--- src/hw/alu_types_pkg.sv ---
`default_nettype none

package alu_types_pkg;

    localparam int XLEN       = 32;
    localparam int REG_ADDR_W = 5;

    typedef enum logic [3:0] {
        ALU_ADD,
        ALU_SUB,
        ALU_SLL,
        ALU_SLT,
        ALU_SLTU,
        ALU_XOR,
        ALU_SRL,
        ALU_SRA,
        ALU_OR,
        ALU_AND
    } aluop_t;

    typedef enum logic {
        A_RS1,
        A_PC
    } alu_a_sel_t;

    typedef enum logic {
        B_RS2,
        B_IMM
    } alu_b_sel_t;

    // Source of the register write value
    typedef enum logic [1:0] {
        W_ALU,
        W_PC4,
        W_IMM
    } wsel_t;

    typedef struct packed {
        logic [REG_ADDR_W-1:0] rs1;
        logic [REG_ADDR_W-1:0] rs2;
        logic [REG_ADDR_W-1:0] rd;
        logic [XLEN-1:0]       imm;
        aluop_t                alu_op;
        alu_a_sel_t            a_sel;
        alu_b_sel_t            b_sel;
        wsel_t                 w_sel;
        logic                  wen;
        logic                  illegal;
        logic                  halt;
    } ctrl_t;

    // Issue to execute record
    typedef struct packed {
        logic                  valid;
        logic [XLEN-1:0]       pc;
        logic [XLEN-1:0]       operand_a;
        logic [XLEN-1:0]       operand_b;
        logic [XLEN-1:0]       imm;
        aluop_t                alu_op;
        wsel_t                 w_sel;
        logic [REG_ADDR_W-1:0] rd;
        logic                  wen;
        logic                  illegal;
        logic                  halt;
    } id_ex_t;

    // Execute to write-back record
    typedef struct packed {
        logic                  valid;
        logic [REG_ADDR_W-1:0] rd;
        logic                  wen;
        logic [XLEN-1:0]       data;
        logic                  illegal;
        logic                  halt;
    } ex_wb_t;

endpackage

`default_nettype wire

--- src/hw/rv32i_types_pkg.sv ---
`default_nettype none

package rv32i_types_pkg;

    // Major opcode field, instruction bits [6:0]
    typedef enum logic [6:0] {
        LUI     = 7'b0110111,
        AUIPC   = 7'b0010111,
        JAL     = 7'b1101111,
        JALR    = 7'b1100111,
        BRANCH  = 7'b1100011,
        LOAD    = 7'b0000011,
        STORE   = 7'b0100011,
        IMMED   = 7'b0010011,
        REGREG  = 7'b0110011,
        MISCMEM = 7'b0001111,
        SYSTEM  = 7'b1110011
    } opcode_t;

    // ALU funct3 codes for the register-register form
    typedef enum logic [2:0] {
        ADDSUB = 3'b000,
        SLL    = 3'b001,
        SLT    = 3'b010,
        SLTU   = 3'b011,
        XOR    = 3'b100,
        SR     = 3'b101,
        OR     = 3'b110,
        AND    = 3'b111
    } funct3_alu_t;

    // Immediate forms reuse the same codes
    localparam funct3_alu_t ADDI  = ADDSUB;
    localparam funct3_alu_t SLLI  = SLL;
    localparam funct3_alu_t SLTI  = SLT;
    localparam funct3_alu_t SLTIU = SLTU;
    localparam funct3_alu_t XORI  = XOR;
    localparam funct3_alu_t SRI   = SR;
    localparam funct3_alu_t ORI   = OR;
    localparam funct3_alu_t ANDI  = AND;

    typedef struct packed {
        logic [6:0]  funct7;
        logic [4:0]  rs2;
        logic [4:0]  rs1;
        funct3_alu_t funct3;
        logic [4:0]  rd;
        opcode_t     opcode;
    } rtype_t;

    typedef struct packed {
        logic [11:0] imm11_00;
        logic [4:0]  rs1;
        funct3_alu_t funct3;
        logic [4:0]  rd;
        opcode_t     opcode;
    } itype_t;

    typedef struct packed {
        logic [19:0] imm31_12;
        logic [4:0]  rd;
        opcode_t     opcode;
    } utype_t;

    // Encoding of jal x0, 0 which jumps to itself and ends the program
    localparam logic [31:0] HALT_INSN = 32'h0000_006f;

endpackage

`default_nettype wire

--- src/hw/alu.sv ---
`timescale 1ns/1ps
`default_nettype none

module alu
    import alu_types_pkg::*;
(
    input  aluop_t          op_i,
    input  logic [XLEN-1:0] a_i,
    input  logic [XLEN-1:0] b_i,
    output logic [XLEN-1:0] result_o
);

    logic [4:0] shamt;
    logic       lt_signed;
    logic       lt_unsigned;

    assign shamt       = b_i[4:0];
    assign lt_signed   = $signed(a_i) < $signed(b_i);
    assign lt_unsigned = a_i < b_i;

    always_comb begin
        case (op_i)
            ALU_ADD:  result_o = a_i + b_i;
            ALU_SUB:  result_o = a_i - b_i;
            ALU_SLL:  result_o = a_i << shamt;
            ALU_SLT:  result_o = {{(XLEN-1){1'b0}}, lt_signed};
            ALU_SLTU: result_o = {{(XLEN-1){1'b0}}, lt_unsigned};
            ALU_XOR:  result_o = a_i ^ b_i;
            ALU_SRL:  result_o = a_i >> shamt;
            ALU_SRA:  result_o = $signed(a_i) >>> shamt;
            ALU_OR:   result_o = a_i | b_i;
            ALU_AND:  result_o = a_i & b_i;
            default:  result_o = '0;
        endcase
    end

endmodule

`default_nettype wire

--- src/hw/control_unit.sv ---
`timescale 1ns/1ps
`default_nettype none

module control_unit
    import rv32i_types_pkg::*;
    import alu_types_pkg::*;
(
    input  logic [31:0] instr_i,
    output ctrl_t       ctrl_o
);

    rtype_t  r_fmt;
    itype_t  i_fmt;
    utype_t  u_fmt;
    opcode_t opcode;
    aluop_t  alu_op;

    logic is_imm;
    logic is_reg;
    logic shift_r;
    logic add_sub;
    logic op_sll;
    logic op_sra;
    logic op_srl;
    logic op_add;
    logic op_sub;
    logic op_and;
    logic op_or;
    logic op_xor;
    logic op_slt;
    logic op_sltu;

    // One view of the word per format
    assign r_fmt  = rtype_t'(instr_i);
    assign i_fmt  = itype_t'(instr_i);
    assign u_fmt  = utype_t'(instr_i);
    assign opcode = opcode_t'(instr_i[6:0]);

    assign is_imm = (opcode == IMMED);
    assign is_reg = (opcode == REGREG);

    assign shift_r = (is_imm && i_fmt.funct3 == SRI) || (is_reg && r_fmt.funct3 == SR);
    assign add_sub = is_reg && (r_fmt.funct3 == ADDSUB);

    // Bit 30 picks SUB and SRA/SRAI
    assign op_sll  = (is_imm && i_fmt.funct3 == SLLI) || (is_reg && r_fmt.funct3 == SLL);
    assign op_sra  = shift_r && instr_i[30];
    assign op_srl  = shift_r && !instr_i[30];
    assign op_add  = (is_imm && i_fmt.funct3 == ADDI) || (add_sub && !instr_i[30]) ||
                     (opcode == AUIPC) || (opcode == LOAD) || (opcode == STORE);
    assign op_sub  = add_sub && instr_i[30];
    assign op_and  = (is_imm && i_fmt.funct3 == ANDI) || (is_reg && r_fmt.funct3 == AND);
    assign op_or   = (is_imm && i_fmt.funct3 == ORI) || (is_reg && r_fmt.funct3 == OR);
    assign op_xor  = (is_imm && i_fmt.funct3 == XORI) || (is_reg && r_fmt.funct3 == XOR);
    assign op_slt  = (is_imm && i_fmt.funct3 == SLTI) || (is_reg && r_fmt.funct3 == SLT);
    assign op_sltu = (is_imm && i_fmt.funct3 == SLTIU) || (is_reg && r_fmt.funct3 == SLTU);

    // Shifts first, then arithmetic, then logic and compares
    always_comb begin
        if (op_sll) alu_op = ALU_SLL;
        else if (op_sra) alu_op = ALU_SRA;
        else if (op_srl) alu_op = ALU_SRL;
        else if (op_add) alu_op = ALU_ADD;
        else if (op_sub) alu_op = ALU_SUB;
        else if (op_and) alu_op = ALU_AND;
        else if (op_or) alu_op = ALU_OR;
        else if (op_xor) alu_op = ALU_XOR;
        else if (op_slt) alu_op = ALU_SLT;
        else if (op_sltu) alu_op = ALU_SLTU;
        else alu_op = ALU_ADD;
    end

    always_comb begin
        ctrl_o.rs1    = r_fmt.rs1;
        ctrl_o.rs2    = r_fmt.rs2;
        ctrl_o.rd     = r_fmt.rd;
        ctrl_o.alu_op = alu_op;
        ctrl_o.halt   = (instr_i == HALT_INSN);

        // U immediate for upper-immediate ops, sign-extended I otherwise
        if (opcode == LUI || opcode == AUIPC) begin
            ctrl_o.imm = {u_fmt.imm31_12, 12'b0};
        end else begin
            ctrl_o.imm = {{(XLEN-12){i_fmt.imm11_00[11]}}, i_fmt.imm11_00};
        end

        ctrl_o.a_sel = (opcode == AUIPC) ? A_PC : A_RS1;
        ctrl_o.b_sel = is_reg ? B_RS2 : B_IMM;

        case (opcode)
            JAL, JALR: ctrl_o.w_sel = W_PC4;
            LUI:       ctrl_o.w_sel = W_IMM;
            default:   ctrl_o.w_sel = W_ALU;
        endcase

        case (opcode)
            IMMED, REGREG, LUI, AUIPC, JAL, JALR: ctrl_o.wen = 1'b1;
            default:                              ctrl_o.wen = 1'b0;
        endcase

        // Known opcodes without a result decode as legal
        case (opcode)
            REGREG:
                ctrl_o.illegal = r_fmt.funct7[0];
            LUI, AUIPC, JAL, JALR, BRANCH, LOAD, STORE, IMMED, MISCMEM, SYSTEM:
                ctrl_o.illegal = 1'b0;
            default:
                ctrl_o.illegal = 1'b1;
        endcase
    end

endmodule

`default_nettype wire

--- src/hw/execute_stage.sv ---
`timescale 1ns/1ps
`default_nettype none

module execute_stage
    import alu_types_pkg::*;
(
    input  logic            clk,
    input  logic            rst_i,
    input  id_ex_t          id_ex_i,
    output logic [XLEN-1:0] ex_fwd_data_o,
    output ex_wb_t          ex_wb_o
);

    logic [XLEN-1:0] alu_result;
    logic [XLEN-1:0] wb_data;

    alu u_alu (
        .op_i     (id_ex_i.alu_op),
        .a_i      (id_ex_i.operand_a),
        .b_i      (id_ex_i.operand_b),
        .result_o (alu_result)
    );

    // Jumps link to the next instruction
    always_comb begin
        case (id_ex_i.w_sel)
            W_PC4:   wb_data = id_ex_i.pc + XLEN'(4);
            W_IMM:   wb_data = id_ex_i.imm;
            default: wb_data = alu_result;
        endcase
    end

    assign ex_fwd_data_o = wb_data;

    always_ff @(posedge clk) begin
        if (rst_i) begin
            ex_wb_o <= '0;
        end else begin
            ex_wb_o.valid   <= id_ex_i.valid;
            ex_wb_o.rd      <= id_ex_i.rd;
            // Illegal words leave the register file untouched
            ex_wb_o.wen     <= id_ex_i.valid && id_ex_i.wen && !id_ex_i.illegal;
            ex_wb_o.data    <= wb_data;
            ex_wb_o.illegal <= id_ex_i.illegal;
            ex_wb_o.halt    <= id_ex_i.halt;
        end
    end

    a_valid_known: assert property (@(posedge clk) disable iff (rst_i)
        !$isunknown(ex_wb_o.valid));

endmodule

`default_nettype wire

--- src/hw/issue_stage.sv ---
`timescale 1ns/1ps
`default_nettype none

module issue_stage
    import alu_types_pkg::*;
(
    input  logic                  clk,
    input  logic                  rst_i,
    input  logic                  instr_valid_i,
    input  logic [31:0]           instr_i,
    input  logic [XLEN-1:0]       pc_i,
    input  logic [XLEN-1:0]       ex_fwd_data_i,
    output logic [REG_ADDR_W-1:0] rf_rs1_o,
    output logic [REG_ADDR_W-1:0] rf_rs2_o,
    input  logic [XLEN-1:0]       rf_rdata1_i,
    input  logic [XLEN-1:0]       rf_rdata2_i,
    output id_ex_t                id_ex_o
);

    ctrl_t           ctrl;
    logic            ex_writes;
    logic            fwd_rs1;
    logic            fwd_rs2;
    logic [XLEN-1:0] rs1_val;
    logic [XLEN-1:0] rs2_val;
    id_ex_t          id_ex_d;

    control_unit u_control_unit (
        .instr_i (instr_i),
        .ctrl_o  (ctrl)
    );

    assign rf_rs1_o = ctrl.rs1;
    assign rf_rs2_o = ctrl.rs2;

    // Execute stage holds a result this instruction may need
    assign ex_writes = id_ex_o.valid && id_ex_o.wen && !id_ex_o.illegal;
    assign fwd_rs1   = ex_writes && ctrl.rs1 != '0 && id_ex_o.rd == ctrl.rs1;
    assign fwd_rs2   = ex_writes && ctrl.rs2 != '0 && id_ex_o.rd == ctrl.rs2;

    // Older results in write-back arrive through the register file bypass
    assign rs1_val = fwd_rs1 ? ex_fwd_data_i : rf_rdata1_i;
    assign rs2_val = fwd_rs2 ? ex_fwd_data_i : rf_rdata2_i;

    always_comb begin
        id_ex_d.valid     = instr_valid_i;
        id_ex_d.pc        = pc_i;
        id_ex_d.operand_a = (ctrl.a_sel == A_PC) ? pc_i : rs1_val;
        id_ex_d.operand_b = (ctrl.b_sel == B_IMM) ? ctrl.imm : rs2_val;
        id_ex_d.imm       = ctrl.imm;
        id_ex_d.alu_op    = ctrl.alu_op;
        id_ex_d.w_sel     = ctrl.w_sel;
        id_ex_d.rd        = ctrl.rd;
        // Writes to x0 are dropped here
        id_ex_d.wen       = instr_valid_i && ctrl.wen && ctrl.rd != '0;
        id_ex_d.illegal   = instr_valid_i && ctrl.illegal;
        id_ex_d.halt      = instr_valid_i && ctrl.halt;
    end

    always_ff @(posedge clk) begin
        if (rst_i) begin
            id_ex_o <= '0;
        end else begin
            id_ex_o <= id_ex_d;
        end
    end

    a_no_x0_write: assert property (@(posedge clk) disable iff (rst_i)
        id_ex_o.valid |-> !(id_ex_o.wen && id_ex_o.rd == '0));

endmodule

`default_nettype wire

--- src/hw/reg_file.sv ---
`timescale 1ns/1ps
`default_nettype none

module reg_file
    import alu_types_pkg::*;
(
    input  logic                  clk,
    input  logic                  rst_i,
    input  logic [REG_ADDR_W-1:0] rs1_i,
    input  logic [REG_ADDR_W-1:0] rs2_i,
    input  logic                  we_i,
    input  logic [REG_ADDR_W-1:0] rd_i,
    input  logic [XLEN-1:0]       wdata_i,
    output logic [XLEN-1:0]       rdata1_o,
    output logic [XLEN-1:0]       rdata2_o
);

    // x0 has no storage
    logic [XLEN-1:0] regs [1:31];

    always_ff @(posedge clk) begin
        if (rst_i) begin
            for (int i = 1; i < 32; i++) begin
                regs[i] <= '0;
            end
        end else if (we_i && rd_i != '0) begin
            regs[rd_i] <= wdata_i;
        end
    end

    // Write-through so a same-cycle write is visible to the reader
    always_comb begin
        if (rs1_i == '0) rdata1_o = '0;
        else if (we_i && rd_i == rs1_i) rdata1_o = wdata_i;
        else rdata1_o = regs[rs1_i];

        if (rs2_i == '0) rdata2_o = '0;
        else if (we_i && rd_i == rs2_i) rdata2_o = wdata_i;
        else rdata2_o = regs[rs2_i];
    end

    a_x0_zero: assert property (@(posedge clk)
        (rs1_i == '0 |-> rdata1_o == '0) and (rs2_i == '0 |-> rdata2_o == '0));

endmodule

`default_nettype wire

--- src/hw/rv32i_exec_pipe.sv ---
`timescale 1ns/1ps
`default_nettype none

module rv32i_exec_pipe
    import alu_types_pkg::*;
(
    input  logic                  clk,
    input  logic                  rst_i,
    input  logic                  instr_valid_i,
    input  logic [31:0]           instr_i,
    input  logic [XLEN-1:0]       pc_i,
    output logic                  wb_valid_o,
    output logic                  wb_wen_o,
    output logic [REG_ADDR_W-1:0] wb_rd_o,
    output logic [XLEN-1:0]       wb_data_o,
    output logic                  illegal_o,
    output logic                  halt_o
);

    id_ex_t                id_ex;
    ex_wb_t                ex_wb;
    logic [XLEN-1:0]       ex_fwd_data;
    logic [REG_ADDR_W-1:0] rf_rs1;
    logic [REG_ADDR_W-1:0] rf_rs2;
    logic [XLEN-1:0]       rf_rdata1;
    logic [XLEN-1:0]       rf_rdata2;

    issue_stage u_issue_stage (
        .clk           (clk),
        .rst_i         (rst_i),
        .instr_valid_i (instr_valid_i),
        .instr_i       (instr_i),
        .pc_i          (pc_i),
        .ex_fwd_data_i (ex_fwd_data),
        .rf_rs1_o      (rf_rs1),
        .rf_rs2_o      (rf_rs2),
        .rf_rdata1_i   (rf_rdata1),
        .rf_rdata2_i   (rf_rdata2),
        .id_ex_o       (id_ex)
    );

    execute_stage u_execute_stage (
        .clk           (clk),
        .rst_i         (rst_i),
        .id_ex_i       (id_ex),
        .ex_fwd_data_o (ex_fwd_data),
        .ex_wb_o       (ex_wb)
    );

    // Write-back record commits here; wen is already qualified by valid
    reg_file u_reg_file (
        .clk      (clk),
        .rst_i    (rst_i),
        .rs1_i    (rf_rs1),
        .rs2_i    (rf_rs2),
        .we_i     (ex_wb.wen),
        .rd_i     (ex_wb.rd),
        .wdata_i  (ex_wb.data),
        .rdata1_o (rf_rdata1),
        .rdata2_o (rf_rdata2)
    );

    assign wb_valid_o = ex_wb.valid;
    assign wb_wen_o   = ex_wb.wen;
    assign wb_rd_o    = ex_wb.rd;
    assign wb_data_o  = ex_wb.data;
    assign illegal_o  = ex_wb.illegal;
    assign halt_o     = ex_wb.halt;

endmodule

`default_nettype wire

--- config.mk ---
export PLATFORM = sky130hd
export DESIGN_NAME = rv32i_exec_pipe
export DESIGN_NICKNAME = d
export VERILOG_FILES = /design/src/hw/alu_types_pkg.sv /design/src/hw/rv32i_types_pkg.sv /design/src/hw/alu.sv /design/src/hw/control_unit.sv /design/src/hw/execute_stage.sv /design/src/hw/issue_stage.sv /design/src/hw/reg_file.sv /design/src/hw/rv32i_exec_pipe.sv
export SDC_FILE = /design/constraint.sdc
export NUM_CORES = 2
export LEC_CHECK = 0
export BUFFER_PORTS_ARGS = -buffer_cell sky130_fd_sc_hd__buf_2
export CORE_AREA = 5 5 458 460
export CTS_CLUSTER_SIZE = 30
export DETAILED_ROUTE_END_ITERATION = 16
export DIE_AREA = 0 0 463 465
export PLACE_DENSITY = 0.59
export SLEW_MARGIN = 40
export SYNTH_ARGS = -nofsm -noshare
export SYNTH_HDL_FRONTEND = slang
export SYNTH_SLANG_ARGS = --single-unit
--- constraint.sdc ---
create_clock -name clk -period 7.42 [get_ports clk]
set_clock_uncertainty 0.1 [all_clocks]
set_input_delay 0.371 -clock clk [delete_from_list [all_inputs] [get_ports clk]]
set_output_delay 0.371 -clock clk [all_outputs]
set_load 0.05 [all_outputs]
* After elaboration in Yosys (flattened, before gate mapping)
Memories as Yosys holds them, arrays and structs flattened. Index checks and enable logic that the tools add are counted.
Word-level totals: memories 1, bits in writable memories 992, input bits 67, bits in registers 184, output and inout bits 41, logic and storage cells 159
Cells by class: bitwise logic cells 3, eq/ne operators 34, shift operators 3, reduce and logical (&&, ||, !) cells 61, magnitude comparators 2, add/subtract/negate cells 3, muxes and demuxes 33
Memories:
- u_reg_file.regs | words 31, width 32, read ports 2, clocked after memory_dff 0, wr ports 31, line reg_file.sv:19 | logic [XLEN-1:0] regs [1:31];
Operators with widths (number):
- $pmux 32 s10 | 1
- $mux 32 | 9
- $lt 32x32->1 | 2
- $pmux 32 s2 | 1
- $logic_and 1x1->1 | 33
- $add 32x3->32 const B | 1
- $add 32x32->32 | 1
- $and 32x32->32 | 1
- $eq 32x7->1 const B | 1
- $or 32x32->32 | 1
- $reduce_or 32->1 | 1
- $shl 32x5->32 | 1
- $shr 32x5->32 | 1
- $sshr 32x5->32 | 1
- $sub 32x32->32 | 1
- $xor 32x32->32 | 1
- $mux 31 | 1
- $eq 7x7->1 const B | 4
- $eq 7x6->1 const B | 3
- $mux 3 | 7
- $eq 5x5->1 | 4
- $reduce_bool 5->1 | 4
- $eq 4x3->1 const B | 4
- $eq 7x5->1 const B | 2
- other kinds (24) | 53

* Depth between registers and ports, before layout
depth in word-level cells 13, gate-level depth with buffers 17

* Hierarchy
Synthesis repeated with hierarchy kept, for this count alone.
Second synthesis, totals: cells, all modules 6042, area total of the unflattened synthesis 72165.5 um^2
Modules (own cells, without submodules):
- reg_file | instances 1, area each 55055.3 um^2, seq. area each 30749.5 um^2, cells an instance 3801
- alu | instances 1, area each 8196.6 um^2, seq. area each 0.0 um^2, cells an instance 1231
- issue_stage | instances 1, area each 5846.9 um^2, seq. area each 2862.7 um^2, cells an instance 607
- execute_stage | instances 1, area each 2428.6 um^2, seq. area each 820.8 um^2, cells an instance 307
- control_unit | instances 1, area each 638.1 um^2, seq. area each 0.0 um^2, cells an instance 96

* Worst setup path before layout
Ideal clock, no wire load.
path kind register -> register, start point register u_issue_stage.id_ex_o[49] (netlist name), end point register u_issue_stage.id_ex_o[68] (netlist name), arrival time 3.933 ns, path slack 3.259 ns, path buffers 4, stages on the path, launching flop included 16, library setup time 0.128 ns, path through dfxtp_1 inv_1 buf_1 clkbuf_1 buf_1 ha_1 buf_2 a221o_1 a211o_1 a2bb2oi_1 o41a_1 a221oi_1 o211ai_2 a21oi_2 o221a_1 a21oi_1
On the way: longest elaborated chain between the ends 5, elaborated cells between the ends (all ways) 9, classes of those cells add/sub: 2; shift: 3; mux: 4
Ends and longest elaborated chain:
- start: declaration | line issue_stage.sv:17 | output id_ex_t id_ex_o
- start signal: assignment | line issue_stage.sv:64 | id_ex_o <= id_ex_d;
- $sub 32x32->32, or another cell as far along | line alu.sv:24 | ALU_SUB: result_o = a_i - b_i;
- $pmux 32 s10 (*) | line alu.sv:22 | case (op_i)
- $pmux 32 s2 (*) | line execute_stage.sv:26 | case (id_ex_i.w_sel)
- $mux 32 (*) | line issue_stage.sv:43 | assign rs2_val = fwd_rs2 ? ex_fwd_data_i : rf_rdata2_i;
- $mux 32 (*) | line issue_stage.sv:49 | id_ex_d.operand_b = (ctrl.b_sel == B_IMM) ? ctrl.imm : rs2_val;
Mark *: on every way between the ends. The rest lies on a longest branch, timed or not. A chain may end at the register's enable or synchronous reset.

* Worst setup path after layout
start point register u_issue_stage.id_ex_o[50] (netlist name), end point register u_issue_stage.id_ex_o[73] (netlist name)
Same word-level chain as after synthesis.

==> impl_results.md <==
* Status: finished clean
* CP most frequent cell: inv_1
* Core Footprint at 0.206 mm2
* Area grow syn2layout at 12.5%
* RSZ-0062 raised after global routing: no
* Die ar. at 0.215 mm2
* Comb power frac at 16.5%
* Die span in x at 463 um
* DR DRC count at 0
* Top-level port count at 108
* FF-to-FF Start: u_issue_stage.id_ex_o[50]
* Total global-route track usage at 25.0%
* DR pass1 iterations at 6
* Final hold vios at 0
* Buf/Inv on CP at 3
* Vias in the first global route at 49,700
* Leak pwr at 28.6 nW
* Netlist Area Pre-Place at 0.0713 mm2
* Worst slew pin tran at 957 ps
* Final min period at 4800 ps
* Via density at 6.10
* Share of cells above drive strength 1 at 23.7%
* CP Max Fanout at 47
* CTS max path bufs at 3
* Row count at 167
* Area post-placement at 0.0750 mm2
* Startpoint types: register
* Wire per inst at 33.4 um
* RD Place Congestion at 0.972
* Hold Slack at 96.2 ps
* Initial antenna violation count at 19
* Hold path start: instr_i[6]
* P_sw at 4.94 mW
* Sequential power share at 44.8%
* Largest stage delay on the critical path at 700 ps
* Area leader, netlist: edfxtp_1
* #FFs+latches synth at 1,208
* Port Buffer Count at 107
* CTS H-Tree Depth at 4
* R2R setup slack at 2620 ps
* Worst Setup SP: u_issue_stage.id_ex_o[50]
* CTS Sinks at 1,208
* Nets at 5,594
* Slew Limit Fails at 0
* Fmax at 208 MHz
* ANT nets after route at 0
* Worst EP arrival at 5320 ps
* Placed wire-length estimate at 176,000 um
* Root Driver: clkbuf_16
* Clk slew on worst S/H paths at 60 ps
* Final setup TNS at 0 ps
* Post-synth EDFFs at 1,024
* Ys flop type: edfxtp_1
* Largest cells by area after synthesis: edfxtp_1 43%, mux4_2 22%, and2_1 8.9%
* Period Utilization, post-route at 64.7%
* Post-route cell area at 0.0802 mm2
* Avg Inst Size Synth at 13.1 um2
* Initial drt markers at 7,030
* Internal power at 12.6 mW
* # setup viols final at 0
* Sequential-to-total area share from yosys stat at 48.3%
* Worst VDD drop at 0.224 mV
* Synth top area share at 43.2%
* CTS tree: yes
* Critical path class: register to register
* Largest net degree at the start of global routing at 85
* Die height at 465 um
* Power consumption at 17.6 mW
* Slew HR at 34.4%
* HP Class: primary input to register
* First-pass GRT wire length at 386,000 um
* Initial core utilization at 34.7%
* Setup bufs post-CTS at 0
* Clock network fraction of total power at 38.7%
* Post-Route WL at 275,000 um
* Max_cap viols at 0
* Clk_lat worst skew at 780 ps
* Routed vias at 50,300
* Pwr Density at 219 mW/mm2
* Async S/R FF share, synth at 0%
* Cells after synthesis at 5,431
* Total gr overflow at 0
* Synth Warn # at 0
* Required time worst endpoint at 7940 ps
* Top delay family on crit path: compound AO/OA/AOI/OAI gates
* Crit path cell chain: buf_4 -> inv_1 -> ha_1 -> inv_1 -> a221oi_1 -> a21oi_2 -> o21ai_1 -> and2_1 -> o311ai_0 -> o21ai_0 -> a21oi_1 -> a2bb2oi_1
* Worst-path cell with the longest stage delay: o21ai_0
* Total CTS buffers at 140
* Unique masters post-synth at 105
* Post-layout util at 39.0%
* Crit. End Element: register
* Sw Ratio at 28.1%
==> power groups by stage <==
| stage | clock [mW] | combinational [mW] | sequential (mW) |
|---|---|---|---|
| 3_3_place_gp | 0 | 2.80 | 7.98 |
| 6_report | 6.80 | 2.90 | 7.86 |
| 3_5_place_dp | 0 | 2.81 | 8.00 |
| 2_1_floorplan | 0 | 1.70 | 7.98 |
| 4_1_cts | 6.87 | 2.85 | 7.86 |
| 5_1_grt | 7.15 | 3.01 | 7.89 |
==> sequential cells by signal, summed over array words and instances, names as in the netlist <==
signal / cells
u_execute_stage.ex_wb_o: 41
u_issue_stage.id_ex_o: 143
u_reg_file.regs: 1024
==> what timing repair did <==
item	CTS	global route
endpoints found under the hold margin	112	0
hold buffers	67	0
gates resized for setup	0	0
==> logic make-up after synthesis <==
| family | Yosys count | synth area share, % |
|---|---|---|
| and+or+nand+nor | 1850 | 14.5 |
| DFF | 1208 | 48.3 |
| muxes | 840 | 24.0 |
| AOI/OAI and AO/OA | 724 | 6.88 |
| buffers and inverters | 644 | 3.66 |
| adders and majority gates | 105 | 1.86 |
| xor gates and xnor gates | 59 | 0.725 |
| other | 1 | 0.00526 |
==> cells in the mapped netlist, types with 25 or more instances <==
library cell and number:
edfxtp_1 1024, and2_1 1015, mux4_2 694, clkbuf_1 369, nor2_1 293, a21oi_1 197
nand2_1 197, dfxtp_1 184, o21ai_0 131, mux2i_1 122, inv_1 115, ha_1 103
buf_2 77, nor2b_1 69, nor3_1 65, buf_1 64, a22oi_1 49, a211oi_1 48
nand3_1 47, or2_2 36, xnor2_1 33, xor2_1 26, o211ai_1 25, o21a_1 25
==> layer usage <==
metal	track usage, %	share of wire [%]
met1	33.4	39
met2	39.7	46
met3	4.55	9.0
met4	11.5	5.4
met5	0	0
==> cell usage in the layout (no fill, tap or decap), drive strengths merged, types with 16 or more instances in the layout <==
master	count
edfxtp	1024
o21a	25
o211ai	26
nand3	48
ha	103
mux2i	122
nand2	197
a21oi	199
nand4	17
and2	1015
nor3	65
clkbuf	186
xor2	26
xnor2	33
nand2b	24
conb	32
a221oi	19
mux2	24
a31oi	16
clkinv	50
dfxtp	184
inv	122
or2	36
nor2b	69
a21o	19
dlygate4sd3	67
a22oi	50
buf	277
nor2	294
mux4	694
o21ai	141
a211oi	50
==> cell type report <==
cell class,instances,area (um2)
Tap cell,2704,3380
Clock inverter,64,554
Fill cell,19200,125000
Sequential cell,1208,34400
Multi-Input combinational cell,3610,34700
Antenna cell,12,30.0
Inverter,117,439
Clock buffer,185,3860
Timing Repair Buffer,345,2770
==> tightest hold or removal path, stage by stage <==
cell	delay (ps)
buf_2	110
nand2b_1	110
or3_1	200
a211oi_1	100
==> through the flow <==
stage	setup slack, ps	instances
finish	2620	8245
detailed placement	2740	7914
global placement	2770	7910
floorplan	3260	5462
CTS	2680	8230
global route	2290	8234
==> path summary, 6_finish.rpt <==
| check | end | depth (start not counted) |
|---|---|---|
| setup / recovery | u_issue_stage.id_ex_o[73] | 12 |
| hold / removal | u_issue_stage.id_ex_o[2] | 4 |
| setup reg to reg | u_issue_stage.id_ex_o[73] | 12 |
| hold reg to reg | u_execute_stage.ex_wb_o[0] | 1 |
Power figures use the tool's default switching activity.
